--- src/branch_config.svh ---
`ifndef BRANCH_CONFIG_SVH
`define BRANCH_CONFIG_SVH

// Data and address width
`define BR_XLEN 32

// Instruction ids that can be in flight at once
`define BR_ID_COUNT 8

// Return address stack entries
`define BR_RAS_DEPTH 4

`endif

--- src/branch_pkg.sv ---
`include "branch_config.svh"

package branch_pkg;

    // Operation class handed from decode to the branch unit
    typedef enum logic [2:0] {
        BR_COND = 3'd0,
        BR_JAL  = 3'd1,
        BR_JALR = 3'd2,
        BR_NONE = 3'd3
    } branch_op_e;

    // Tag of an in-flight instruction
    typedef logic [$clog2(`BR_ID_COUNT)-1:0] instr_id_t;

endpackage

--- src/rv_isa_pkg.sv ---
package rv_isa_pkg;

    // Major opcodes in instruction[6:0]
    typedef enum logic [6:0] {
        OP_LOAD   = 7'b0000011,
        OP_FENCE  = 7'b0001111,
        OP_IMM    = 7'b0010011,
        OP_AUIPC  = 7'b0010111,
        OP_STORE  = 7'b0100011,
        OP_REG    = 7'b0110011,
        OP_LUI    = 7'b0110111,
        OP_BRANCH = 7'b1100011,
        OP_JALR   = 7'b1100111,
        OP_JAL    = 7'b1101111,
        OP_SYSTEM = 7'b1110011
    } opcode_e;

    // Conditional branch funct3
    // bit 2 picks less-than, bit 1 unsigned, bit 0 inverts the result
    typedef enum logic [2:0] {
        F3_BEQ  = 3'b000,
        F3_BNE  = 3'b001,
        F3_BLT  = 3'b100,
        F3_BGE  = 3'b101,
        F3_BLTU = 3'b110,
        F3_BGEU = 3'b111
    } br_funct3_e;

    // Link registers used by the call and return hints
    localparam logic [4:0] reg_ra = 5'd1;
    localparam logic [4:0] reg_t0 = 5'd5;

endpackage
--- src/branch_decoder.sv ---
module branch_decoder (
    input  logic [31:0]            instruction,
    output branch_pkg::branch_op_e op,
    output rv_isa_pkg::br_funct3_e cond_fn3,
    output logic [31:0]            offset,
    output logic                   is_call,
    output logic                   is_return,
    output logic                   writes_link
);

    rv_isa_pkg::opcode_e opcode;
    logic [2:0]          funct3;
    logic [4:0]          rd;
    logic [4:0]          rs1;
    logic [31:0]         imm_b;
    logic [31:0]         imm_j;
    logic [31:0]         imm_i;
    logic                is_jump;
    logic                rd_is_link;
    logic                rs1_is_link;

    // Instruction fields
    assign opcode = rv_isa_pkg::opcode_e'(instruction[6:0]);
    assign funct3 = instruction[14:12];
    assign rd     = instruction[11:7];
    assign rs1    = instruction[19:15];

    //////////////////////////////////////////////////
    // Immediates

    // B and J formats carry a half-word offset with bit 0 implied zero
    assign imm_b = {{20{instruction[31]}}, instruction[7], instruction[30:25],
                    instruction[11:8], 1'b0};
    assign imm_j = {{12{instruction[31]}}, instruction[19:12], instruction[20],
                    instruction[30:21], 1'b0};
    assign imm_i = {{20{instruction[31]}}, instruction[31:20]};

    //////////////////////////////////////////////////
    // Classification

    always_comb begin
        op = branch_pkg::BR_NONE;
        case (opcode)
            rv_isa_pkg::OP_BRANCH: begin
                case (funct3)
                    rv_isa_pkg::F3_BEQ,
                    rv_isa_pkg::F3_BNE,
                    rv_isa_pkg::F3_BLT,
                    rv_isa_pkg::F3_BGE,
                    rv_isa_pkg::F3_BLTU,
                    rv_isa_pkg::F3_BGEU: op = branch_pkg::BR_COND;
                    default:             op = branch_pkg::BR_NONE;
                endcase
            end
            rv_isa_pkg::OP_JAL: begin
                op = branch_pkg::BR_JAL;
            end
            rv_isa_pkg::OP_JALR: begin
                // Only funct3 000 is a legal JALR
                if (funct3 == 3'b000) begin
                    op = branch_pkg::BR_JALR;
                end
            end
            default: begin
                op = branch_pkg::BR_NONE;
            end
        endcase
    end

    always_comb begin
        case (op)
            branch_pkg::BR_JAL:  offset = imm_j;
            branch_pkg::BR_JALR: offset = imm_i;
            default:             offset = imm_b;
        endcase
    end

    assign cond_fn3 = rv_isa_pkg::br_funct3_e'(funct3);

    //////////////////////////////////////////////////
    // Return address stack hints

    assign is_jump     = (op == branch_pkg::BR_JAL) || (op == branch_pkg::BR_JALR);
    assign rd_is_link  = (rd == rv_isa_pkg::reg_ra) || (rd == rv_isa_pkg::reg_t0);
    assign rs1_is_link = (rs1 == rv_isa_pkg::reg_ra) || (rs1 == rv_isa_pkg::reg_t0);

    assign is_call     = is_jump & rd_is_link;
    assign is_return   = (op == branch_pkg::BR_JALR) & rs1_is_link & ~rd_is_link;
    assign writes_link = is_jump & (rd != 5'd0);

endmodule

--- src/branch_subsystem.sv ---
`include "branch_config.svh"

module branch_subsystem (
    input  logic                  clk,
    input  logic                  rst_n,
    input  logic                  issue,
    input  logic [31:0]           instruction,
    input  logic [`BR_XLEN-1:0]   pc,
    input  logic [`BR_XLEN-1:0]   rs1_value,
    input  logic [`BR_XLEN-1:0]   rs2_value,
    input  logic [`BR_XLEN-1:0]   predicted_pc,
    input  branch_pkg::instr_id_t issue_id,
    input  branch_pkg::instr_id_t wb_id,
    output logic                  resolve,
    output logic                  taken,
    output logic                  flush,
    output logic [`BR_XLEN-1:0]   redirect_pc,
    output logic [`BR_XLEN-1:0]   link_value,
    output logic                  done_next_cycle,
    output branch_pkg::instr_id_t done_id,
    output logic [`BR_XLEN-1:0]   ras_top,
    output logic                  ras_empty
);

    branch_pkg::branch_op_e op;
    rv_isa_pkg::br_funct3_e cond_fn3;
    logic [`BR_XLEN-1:0]    offset;
    logic                   is_call;
    logic                   is_return;
    logic                   writes_link;
    logic                   link_write;
    logic                   call_ex;
    logic                   return_ex;
    logic [`BR_XLEN-1:0]    next_pc;

    //////////////////////////////////////////////////
    // Decode side

    branch_decoder i_branch_decoder (
        .instruction (instruction),
        .op          (op),
        .cond_fn3    (cond_fn3),
        .offset      (offset),
        .is_call     (is_call),
        .is_return   (is_return),
        .writes_link (writes_link)
    );

    branch_unit i_branch_unit (
        .clk          (clk),
        .rst_n        (rst_n),
        .issue        (issue),
        .op           (op),
        .cond_fn3     (cond_fn3),
        .offset       (offset),
        .pc           (pc),
        .rs1_value    (rs1_value),
        .rs2_value    (rs2_value),
        .predicted_pc (predicted_pc),
        .is_call      (is_call),
        .is_return    (is_return),
        .resolve      (resolve),
        .taken        (taken),
        .flush        (flush),
        .call_ex      (call_ex),
        .return_ex    (return_ex),
        .target_pc    (),
        .next_pc      (next_pc),
        .redirect_pc  (redirect_pc)
    );

    //////////////////////////////////////////////////
    // Writeback and return prediction

    assign link_write = issue & writes_link;

    link_bank i_link_bank (
        .clk             (clk),
        .rst_n           (rst_n),
        .write_en        (link_write),
        .write_id        (issue_id),
        .wb_id           (wb_id),
        .pc              (pc),
        .link_value      (link_value),
        .done_next_cycle (done_next_cycle),
        .done_id         (done_id)
    );

    // Calls push their own return address
    return_stack i_return_stack (
        .clk       (clk),
        .rst_n     (rst_n),
        .push      (call_ex),
        .pop       (return_ex),
        .push_addr (next_pc),
        .ras_top   (ras_top),
        .ras_empty (ras_empty)
    );

endmodule

--- src/branch_unit.sv ---
`include "branch_config.svh"

module branch_unit (
    input  logic                   clk,
    input  logic                   rst_n,
    input  logic                   issue,
    input  branch_pkg::branch_op_e op,
    input  rv_isa_pkg::br_funct3_e cond_fn3,
    input  logic [`BR_XLEN-1:0]    offset,
    input  logic [`BR_XLEN-1:0]    pc,
    input  logic [`BR_XLEN-1:0]    rs1_value,
    input  logic [`BR_XLEN-1:0]    rs2_value,
    input  logic [`BR_XLEN-1:0]    predicted_pc,
    input  logic                   is_call,
    input  logic                   is_return,
    output logic                   resolve,
    output logic                   taken,
    output logic                   flush,
    output logic                   call_ex,
    output logic                   return_ex,
    output logic [`BR_XLEN-1:0]    target_pc,
    output logic [`BR_XLEN-1:0]    next_pc,
    output logic [`BR_XLEN-1:0]    redirect_pc
);

    localparam logic [`BR_XLEN-1:0] instr_bytes = 'd4;

    logic                valid_op;
    logic                is_jump;
    logic [`BR_XLEN:0]   rs1_ext;
    logic [`BR_XLEN:0]   rs2_ext;
    logic [`BR_XLEN:0]   diff;
    logic                less_than;
    logic                equal;
    logic                compare;
    logic [`BR_XLEN-1:0] jump_base;
    logic [`BR_XLEN-1:0] jump_sum;

    // Execute stage state
    logic                jump_ex;
    logic                compare_ex;
    logic                invert_ex;
    logic [`BR_XLEN-1:0] predicted_ex;

    assign valid_op = issue & (op != branch_pkg::BR_NONE);
    assign is_jump  = (op == branch_pkg::BR_JAL) || (op == branch_pkg::BR_JALR);

    //////////////////////////////////////////////////
    // Decode-cycle compare

    // Extra top bit is the sign for signed compares, zero for unsigned
    assign rs1_ext = {~cond_fn3[1] & rs1_value[`BR_XLEN-1], rs1_value};
    assign rs2_ext = {~cond_fn3[1] & rs2_value[`BR_XLEN-1], rs2_value};
    assign diff    = rs1_ext - rs2_ext;

    assign less_than = diff[`BR_XLEN];
    assign equal     = (rs1_value == rs2_value);
    assign compare   = cond_fn3[2] ? less_than : equal;

    // Target addition
    assign jump_base = (op == branch_pkg::BR_JALR) ? rs1_value : pc;
    assign jump_sum  = jump_base + offset;

    //////////////////////////////////////////////////
    // Execute stage registers

    always_ff @(posedge clk or negedge rst_n) begin
        if (!rst_n) begin
            resolve      <= 1'b0;
            jump_ex      <= 1'b0;
            compare_ex   <= 1'b0;
            invert_ex    <= 1'b0;
            call_ex      <= 1'b0;
            return_ex    <= 1'b0;
            target_pc    <= '0;
            next_pc      <= '0;
            predicted_ex <= '0;
        end else begin
            resolve      <= valid_op;
            jump_ex      <= is_jump;
            compare_ex   <= compare;
            invert_ex    <= cond_fn3[0];
            call_ex      <= issue & is_call;
            return_ex    <= issue & is_return;
            // JALR may produce an odd sum, jumps always land on even addresses
            target_pc    <= {jump_sum[`BR_XLEN-1:1], 1'b0};
            next_pc      <= pc + instr_bytes;
            predicted_ex <= predicted_pc;
        end
    end

    //////////////////////////////////////////////////
    // Resolution

    assign taken       = resolve & (jump_ex | (compare_ex ^ invert_ex));
    assign redirect_pc = taken ? target_pc : next_pc;

    // Bit 0 of the predicted PC is don't-care
    assign flush = resolve &
                   (redirect_pc[`BR_XLEN-1:1] != predicted_ex[`BR_XLEN-1:1]);

endmodule

--- src/link_bank.sv ---
`include "branch_config.svh"

module link_bank (
    input  logic                  clk,
    input  logic                  rst_n,
    input  logic                  write_en,
    input  branch_pkg::instr_id_t write_id,
    input  branch_pkg::instr_id_t wb_id,
    input  logic [`BR_XLEN-1:0]   pc,
    output logic [`BR_XLEN-1:0]   link_value,
    output logic                  done_next_cycle,
    output branch_pkg::instr_id_t done_id
);

    localparam logic [`BR_XLEN-1:0] link_step = 'd4;

    logic [`BR_XLEN-1:0]     bank [`BR_ID_COUNT];
    logic [`BR_ID_COUNT-1:0] written;

    // Return address storage with one slot per id
    always_ff @(posedge clk) begin
        if (write_en) begin
            bank[write_id] <= pc + link_step;
        end
    end

    // Slots holding a value since reset
    always_ff @(posedge clk or negedge rst_n) begin
        if (!rst_n) begin
            written <= '0;
        end else if (write_en) begin
            written[write_id] <= 1'b1;
        end
    end

    assign link_value = written[wb_id] ? bank[wb_id] : '0;

    // Writeback announced while the value is being captured
    assign done_next_cycle = write_en;
    assign done_id         = write_id;

endmodule

--- src/return_stack.sv ---
`include "branch_config.svh"

module return_stack (
    input  logic                clk,
    input  logic                rst_n,
    input  logic                push,
    input  logic                pop,
    input  logic [`BR_XLEN-1:0] push_addr,
    output logic [`BR_XLEN-1:0] ras_top,
    output logic                ras_empty
);

    localparam int ptr_w   = $clog2(`BR_RAS_DEPTH);
    localparam int count_w = $clog2(`BR_RAS_DEPTH + 1);

    localparam logic [ptr_w-1:0]   ptr_last   = ptr_w'(`BR_RAS_DEPTH - 1);
    localparam logic [count_w-1:0] count_full = count_w'(`BR_RAS_DEPTH);

    logic [`BR_XLEN-1:0] entries [`BR_RAS_DEPTH];
    logic [ptr_w-1:0]    top_ptr;
    logic [ptr_w-1:0]    ptr_up;
    logic [ptr_w-1:0]    ptr_down;
    logic [count_w-1:0]  count;
    logic                empty;
    logic                replace_top;
    logic                grow;
    logic                shrink;

    assign empty = (count == '0);

    // Circular pointer neighbours
    assign ptr_up   = (top_ptr == ptr_last) ? '0 : top_ptr + 1'b1;
    assign ptr_down = (top_ptr == '0) ? ptr_last : top_ptr - 1'b1;

    // Push with pop swaps the top, on an empty stack it is a plain push
    assign replace_top = push & pop & ~empty;
    assign grow        = push & ~replace_top;
    assign shrink      = pop & ~push & ~empty;

    always_ff @(posedge clk) begin
        if (replace_top) begin
            entries[top_ptr] <= push_addr;
        end else if (grow) begin
            entries[ptr_up] <= push_addr;
        end
    end

    //////////////////////////////////////////////////
    // Pointer and occupancy

    always_ff @(posedge clk or negedge rst_n) begin
        if (!rst_n) begin
            top_ptr <= '0;
            count   <= '0;
        end else if (grow) begin
            top_ptr <= ptr_up;
            // Full stack drops its oldest entry
            if (count != count_full) begin
                count <= count + 1'b1;
            end
        end else if (shrink) begin
            top_ptr <= ptr_down;
            count   <= count - 1'b1;
        end
    end

    assign ras_top   = empty ? '0 : entries[top_ptr];
    assign ras_empty = empty;

endmodule

--- config.mk ---
export PLATFORM = sky130hd
export DESIGN_NAME = branch_subsystem
export DESIGN_NICKNAME = d
export VERILOG_FILES = /design/src/branch_pkg.sv /design/src/rv_isa_pkg.sv /design/src/branch_decoder.sv /design/src/branch_subsystem.sv /design/src/branch_unit.sv /design/src/link_bank.sv /design/src/return_stack.sv
export VERILOG_INCLUDE_DIRS = /design/src /design/src/src
export SDC_FILE = /design/constraint.sdc
export NUM_CORES = 1
export LEC_CHECK = 0
export ABC_AREA = 1
export BUFFER_PORTS_ARGS = -buffer_cell sky130_fd_sc_hd__buf_2
export CAP_MARGIN = 20
export CORE_MARGIN = 2
export CORE_UTILIZATION = 35
export CTS_CLUSTER_DIAMETER = 200
export DETAILED_ROUTE_END_ITERATION = 8
export PLACE_DENSITY = 0.56
export SLEW_MARGIN = 0
export SYNTH_ARGS = -nofsm -noshare
export SYNTH_HDL_FRONTEND = slang
export SYNTH_SLANG_ARGS = --single-unit
--- constraint.sdc ---
create_clock -name clk -period 8.12 [get_ports clk]
set_clock_uncertainty 0.1 [all_clocks]
set_input_delay 0.812 -clock clk [delete_from_list [all_inputs] [get_ports clk]]
set_output_delay 0.812 -clock clk [all_outputs]
set_load 0.02 [all_outputs]
==> impl_summary.log <==
INFO  metric floorplan.die.height = 263 um
INFO  metric holdBufCountCts = 0
INFO  metric vdd_ir_drop_max = around 150 uV
INFO  metric worst_setup_hold_path_clk_slew = 0.06 ns
INFO  metric commonest_register_cell_after_synthesis = sky130_fd_sc_hd__edfxtp_1
INFO  metric layout.cells.most_common = sky130_fd_sc_hd__nand2_1
INFO  metric drt_iter0_drc = roughly 1.5k
INFO  metric crit_arrival = 4.85 ns
INFO  metric critical_path.reg2reg.startpoint = i_return_stack.top_ptr[0]$_DFFE_PN0P_
INFO  metric synth_area_per_cell = 9.88 sq um
INFO  metric grt_max_degree = 107
INFO  metric synth-async-reset-ratio = 22.7%
INFO  metric layout-area-overhead-vs-synth = 17.8%
INFO  metric grt_setup_unrepaired = no
INFO  metric reg2reg_slack = between 5 and 6 ns
INFO  metric layout-drive-gt1-share = 16.1%
INFO  metric buffer_ports.inserted = 271
INFO  metric ff2ff_path_depth = 7
INFO  metric type_of_the_tightest_min_delay_check = primary input to async pin
INFO  metric via_count_of_the_first_global_routing_pass = 17.2k
INFO  metric synthCells = 2368
INFO  metric io_pins = about 270
INFO  metric antenna_found_initial = 9
INFO  metric htree_num_levels = 2
INFO  metric layout_worst_path_cycle_share = 55.4%
INFO  metric timing.final.hold_violations = 0
INFO  metric via_count = 17.9k
INFO  metric routabilityCongestion = 0.905
INFO  metric route.detailed.vias_per_inst = 5.05
INFO  metric fmaxAchievable = between 0.2 and 0.25 GHz
INFO  metric globalRouteTotalUtil = approximately a fifth
INFO  metric grt_remaining_overflow = 0
INFO  metric coreArea = 0.0660 sq mm
INFO  metric critPathLaunchType = primary input
INFO  metric cts_made_buffers = 52
INFO  metric cp-end-kind = flip-flop
INFO  metric layout.cells.most_common_list = sky130_fd_sc_hd__nand2_1, sky130_fd_sc_hd__edfxtp_1, sky130_fd_sc_hd__nor2_1
INFO  metric netlist-cell-type-count = between 40 and 50
INFO  metric postSynthNetCount = 2607
INFO  metric antenna_left = 0
INFO  metric cap_viol_max_count = 0
INFO  metric syn_area = between 0.02 and 0.025 sq mm
INFO  metric path_class = primary input to flip-flop
INFO  metric dp_hpwl = ~48 mm
INFO  metric ys_seq_area_share = 61.4%
INFO  metric die_outline_area = 0.0689 sq mm
INFO  metric post_cts.resized_instances = 0
INFO  metric totalWireLength = 70.5 mm
INFO  metric tightest_slew = 1.14 ns
INFO  metric synth_enable_flop_cells = 384
INFO  metric placementRows = 94
INFO  metric worst_reg2reg_path_endpoint = i_return_stack.entries[2][3]$_DFFE_PP_
INFO  metric die_w = 263 um
INFO  metric maxSlewHeadroom = 24.0%
INFO  metric grt_pass1_wl = 105 mm
INFO  metric wl_per_cell = 19.9 um
INFO  metric design.final.nets = 2875
INFO  metric top_fanout_value_on_the_critical_path = 56
INFO  metric critical_path_required = 8.47 ns
INFO  metric final-max-slew-violation-count = 0
INFO  metric cts.sink_count = 497
INFO  metric synth-seq-cells = 497
INFO  metric drt-pass1-iter-count = 7
INFO  metric clkLatencyLatePin = roughly 0.60 ns
INFO  metric leakagePower = between 0.01 and 0.015 uW
INFO  metric post-route-min-period = between 4 and 5 ns
INFO  metric cts_root_buf = sky130_fd_sc_hd__clkbuf_16
INFO  metric cts_buffer_depth = 3
INFO  metric post_cts.repair.setup_buffers = 0
INFO  metric initial_core_util = 35.5%
INFO  metric power.density = 217 mW/mm^2
INFO  metric yosysWarnings = 0
INFO  metric drc = 0
INFO  metric tritoncts = built
INFO  metric final.setup.tns = 0 ns
INFO  metric finish.utilization = 41.8%
INFO  metric setup_viol = 0
INFO  metric run_status = finished, final reports clean
==> area by class of cell <==
class	instances	area [sq um]
clock buffers	68	1430
multi-input cells	1549	7860
well taps	864	1080
inverters	221	830
flip-flops and latches	497	14400
clock inverters	29	287
repair buffers	315	1700
fillers	6307	38400
diodes	5	12.5
==> flip-flops by register name, summed over array words and instances (netlist names), 2 cells and up <==
register and cells:
i_branch_unit.target_pc 31, i_link_bank.written 8, i_link_bank.bank 256, i_branch_unit.predicted_ex 31
i_return_stack.entries 128, i_return_stack.count 3, i_return_stack.top_ptr 2, i_branch_unit.next_pc 32
==> routing by layer <==
layer | global-route usage, % | vias up | wire (um)
met1 | 27.9 | 8677 | 32000
met5 | 0 | - | 24
li1 | - | 8575 | -
met2 | 31.9 | 581 | 32100
met3 | 3.41 | 91 | 4620
met4 | 5.87 | 4 | 1700
==> how the worst max path moves through the flow <==
stage               cells past startpoint            from                                     to
global placement                       23  instruction[6]  i_branch_unit.target_pc[28]$_DFF_PN0_
floorplan                              12  instruction[6]       i_link_bank.bank[0][0]$_DFFE_PP_
detailed placement                     23  instruction[6]  i_branch_unit.target_pc[31]$_DFF_PN0_
global route                           22  instruction[6]  i_branch_unit.target_pc[28]$_DFF_PN0_
CTS                                     8        wb_id[2]                         link_value[26]
finish                                 23  instruction[6]  i_branch_unit.target_pc[28]$_DFF_PN0_
==> per-stage QoR <==
step	setup slack, ns	instance area, sq um	hold slack, ns	total power, uW	instances
finish	3.62	27600	0.139	5970	3548
global placement	3.15	25800	0.343	3630	3439
CTS	3.56	27500	0.126	6020	3538
floorplan	3.80	23400	0.327	3320	2368
detailed placement	3.12	25800	0.349	3640	3441
global route	3.12	27600	0.162	6200	3547
==> kinds of logic after synthesis <==
logic type	Yosys count	synth area share, %
adder cells (fa/ha/maj)	70	3.81
XOR/XNOR	54	2.02
multiplexers	1	0.0481
AO/OA/AOI/OAI	452	10.3
flip-flops	497	61.4
buffers and inverters	322	5.30
AND/OR/NAND/NOR	972	17.2
==> power breakdown <==
part / switching, uW / total [uW] / internal (uW)
combinational: 499 / 721 / 223
sequential: 55.1 / 2870 / 2810
clock: 1000 / 2380 / 1380
==> critical path, stage by stage <==
cell and delay, ns:
sky130_fd_sc_hd__buf_2 0.07, sky130_fd_sc_hd__nand2_1 0.06, sky130_fd_sc_hd__nor2_1 0.12, sky130_fd_sc_hd__and3_1 0.19, sky130_fd_sc_hd__inv_1 0.06, sky130_fd_sc_hd__nor3_1 0.21, sky130_fd_sc_hd__inv_1 0.07, sky130_fd_sc_hd__nand2_1 0.11
sky130_fd_sc_hd__ha_2 0.17, sky130_fd_sc_hd__buf_4 0.39, sky130_fd_sc_hd__inv_1 0.35, sky130_fd_sc_hd__o21ai_1 0.48, sky130_fd_sc_hd__o21ai_0 0.15, sky130_fd_sc_hd__inv_1 0.09, sky130_fd_sc_hd__ha_1 0.30, sky130_fd_sc_hd__a21oi_1 0.22
sky130_fd_sc_hd__o21ai_0 0.15, sky130_fd_sc_hd__a21oi_1 0.23, sky130_fd_sc_hd__nor2_1 0.07, sky130_fd_sc_hd__a211oi_1 0.25, sky130_fd_sc_hd__nand2_1 0.09, sky130_fd_sc_hd__nand2_1 0.06, sky130_fd_sc_hd__nand2_1 0.11
==> cells in the mapped netlist, types with 2 or more instances <==
library cell	number	area share, %
sky130_fd_sc_hd__a211oi_1	3	0.096
sky130_fd_sc_hd__a21o_1	3	0.096
sky130_fd_sc_hd__a21oi_1	94	2.0
sky130_fd_sc_hd__buf_1	9	0.14
sky130_fd_sc_hd__buf_2	16	0.34
sky130_fd_sc_hd__buf_4	3	0.096
sky130_fd_sc_hd__clkbuf_1	73	1.2
sky130_fd_sc_hd__clkinv_1	3	0.048
sky130_fd_sc_hd__dfrtp_1	113	12
sky130_fd_sc_hd__edfxtp_1	384	49
sky130_fd_sc_hd__fa_1	2	0.17
sky130_fd_sc_hd__ha_1	68	3.6
sky130_fd_sc_hd__inv_1	215	3.4
sky130_fd_sc_hd__inv_2	3	0.048
sky130_fd_sc_hd__nand2_1	454	7.3
sky130_fd_sc_hd__nand3_1	107	2.3
sky130_fd_sc_hd__nand3_2	3	0.13
sky130_fd_sc_hd__nand3b_1	12	0.38
sky130_fd_sc_hd__nand4_1	12	0.32
sky130_fd_sc_hd__nor2_1	340	5.5
sky130_fd_sc_hd__nor3_1	21	0.45
sky130_fd_sc_hd__nor3_2	2	0.086
sky130_fd_sc_hd__nor3_4	3	0.21
sky130_fd_sc_hd__nor4_1	5	0.13
sky130_fd_sc_hd__o211ai_1	2	0.064
sky130_fd_sc_hd__o21a_1	4	0.13
sky130_fd_sc_hd__o21ai_0	267	5.7
sky130_fd_sc_hd__o21ai_1	4	0.086
sky130_fd_sc_hd__o21bai_1	5	0.16
sky130_fd_sc_hd__o22ai_1	65	1.7
sky130_fd_sc_hd__or2_2	7	0.19
sky130_fd_sc_hd__xnor2_1	7	0.26
sky130_fd_sc_hd__xor2_1	47	1.8
No activity file was read; power rests on OpenSTA's default activity.
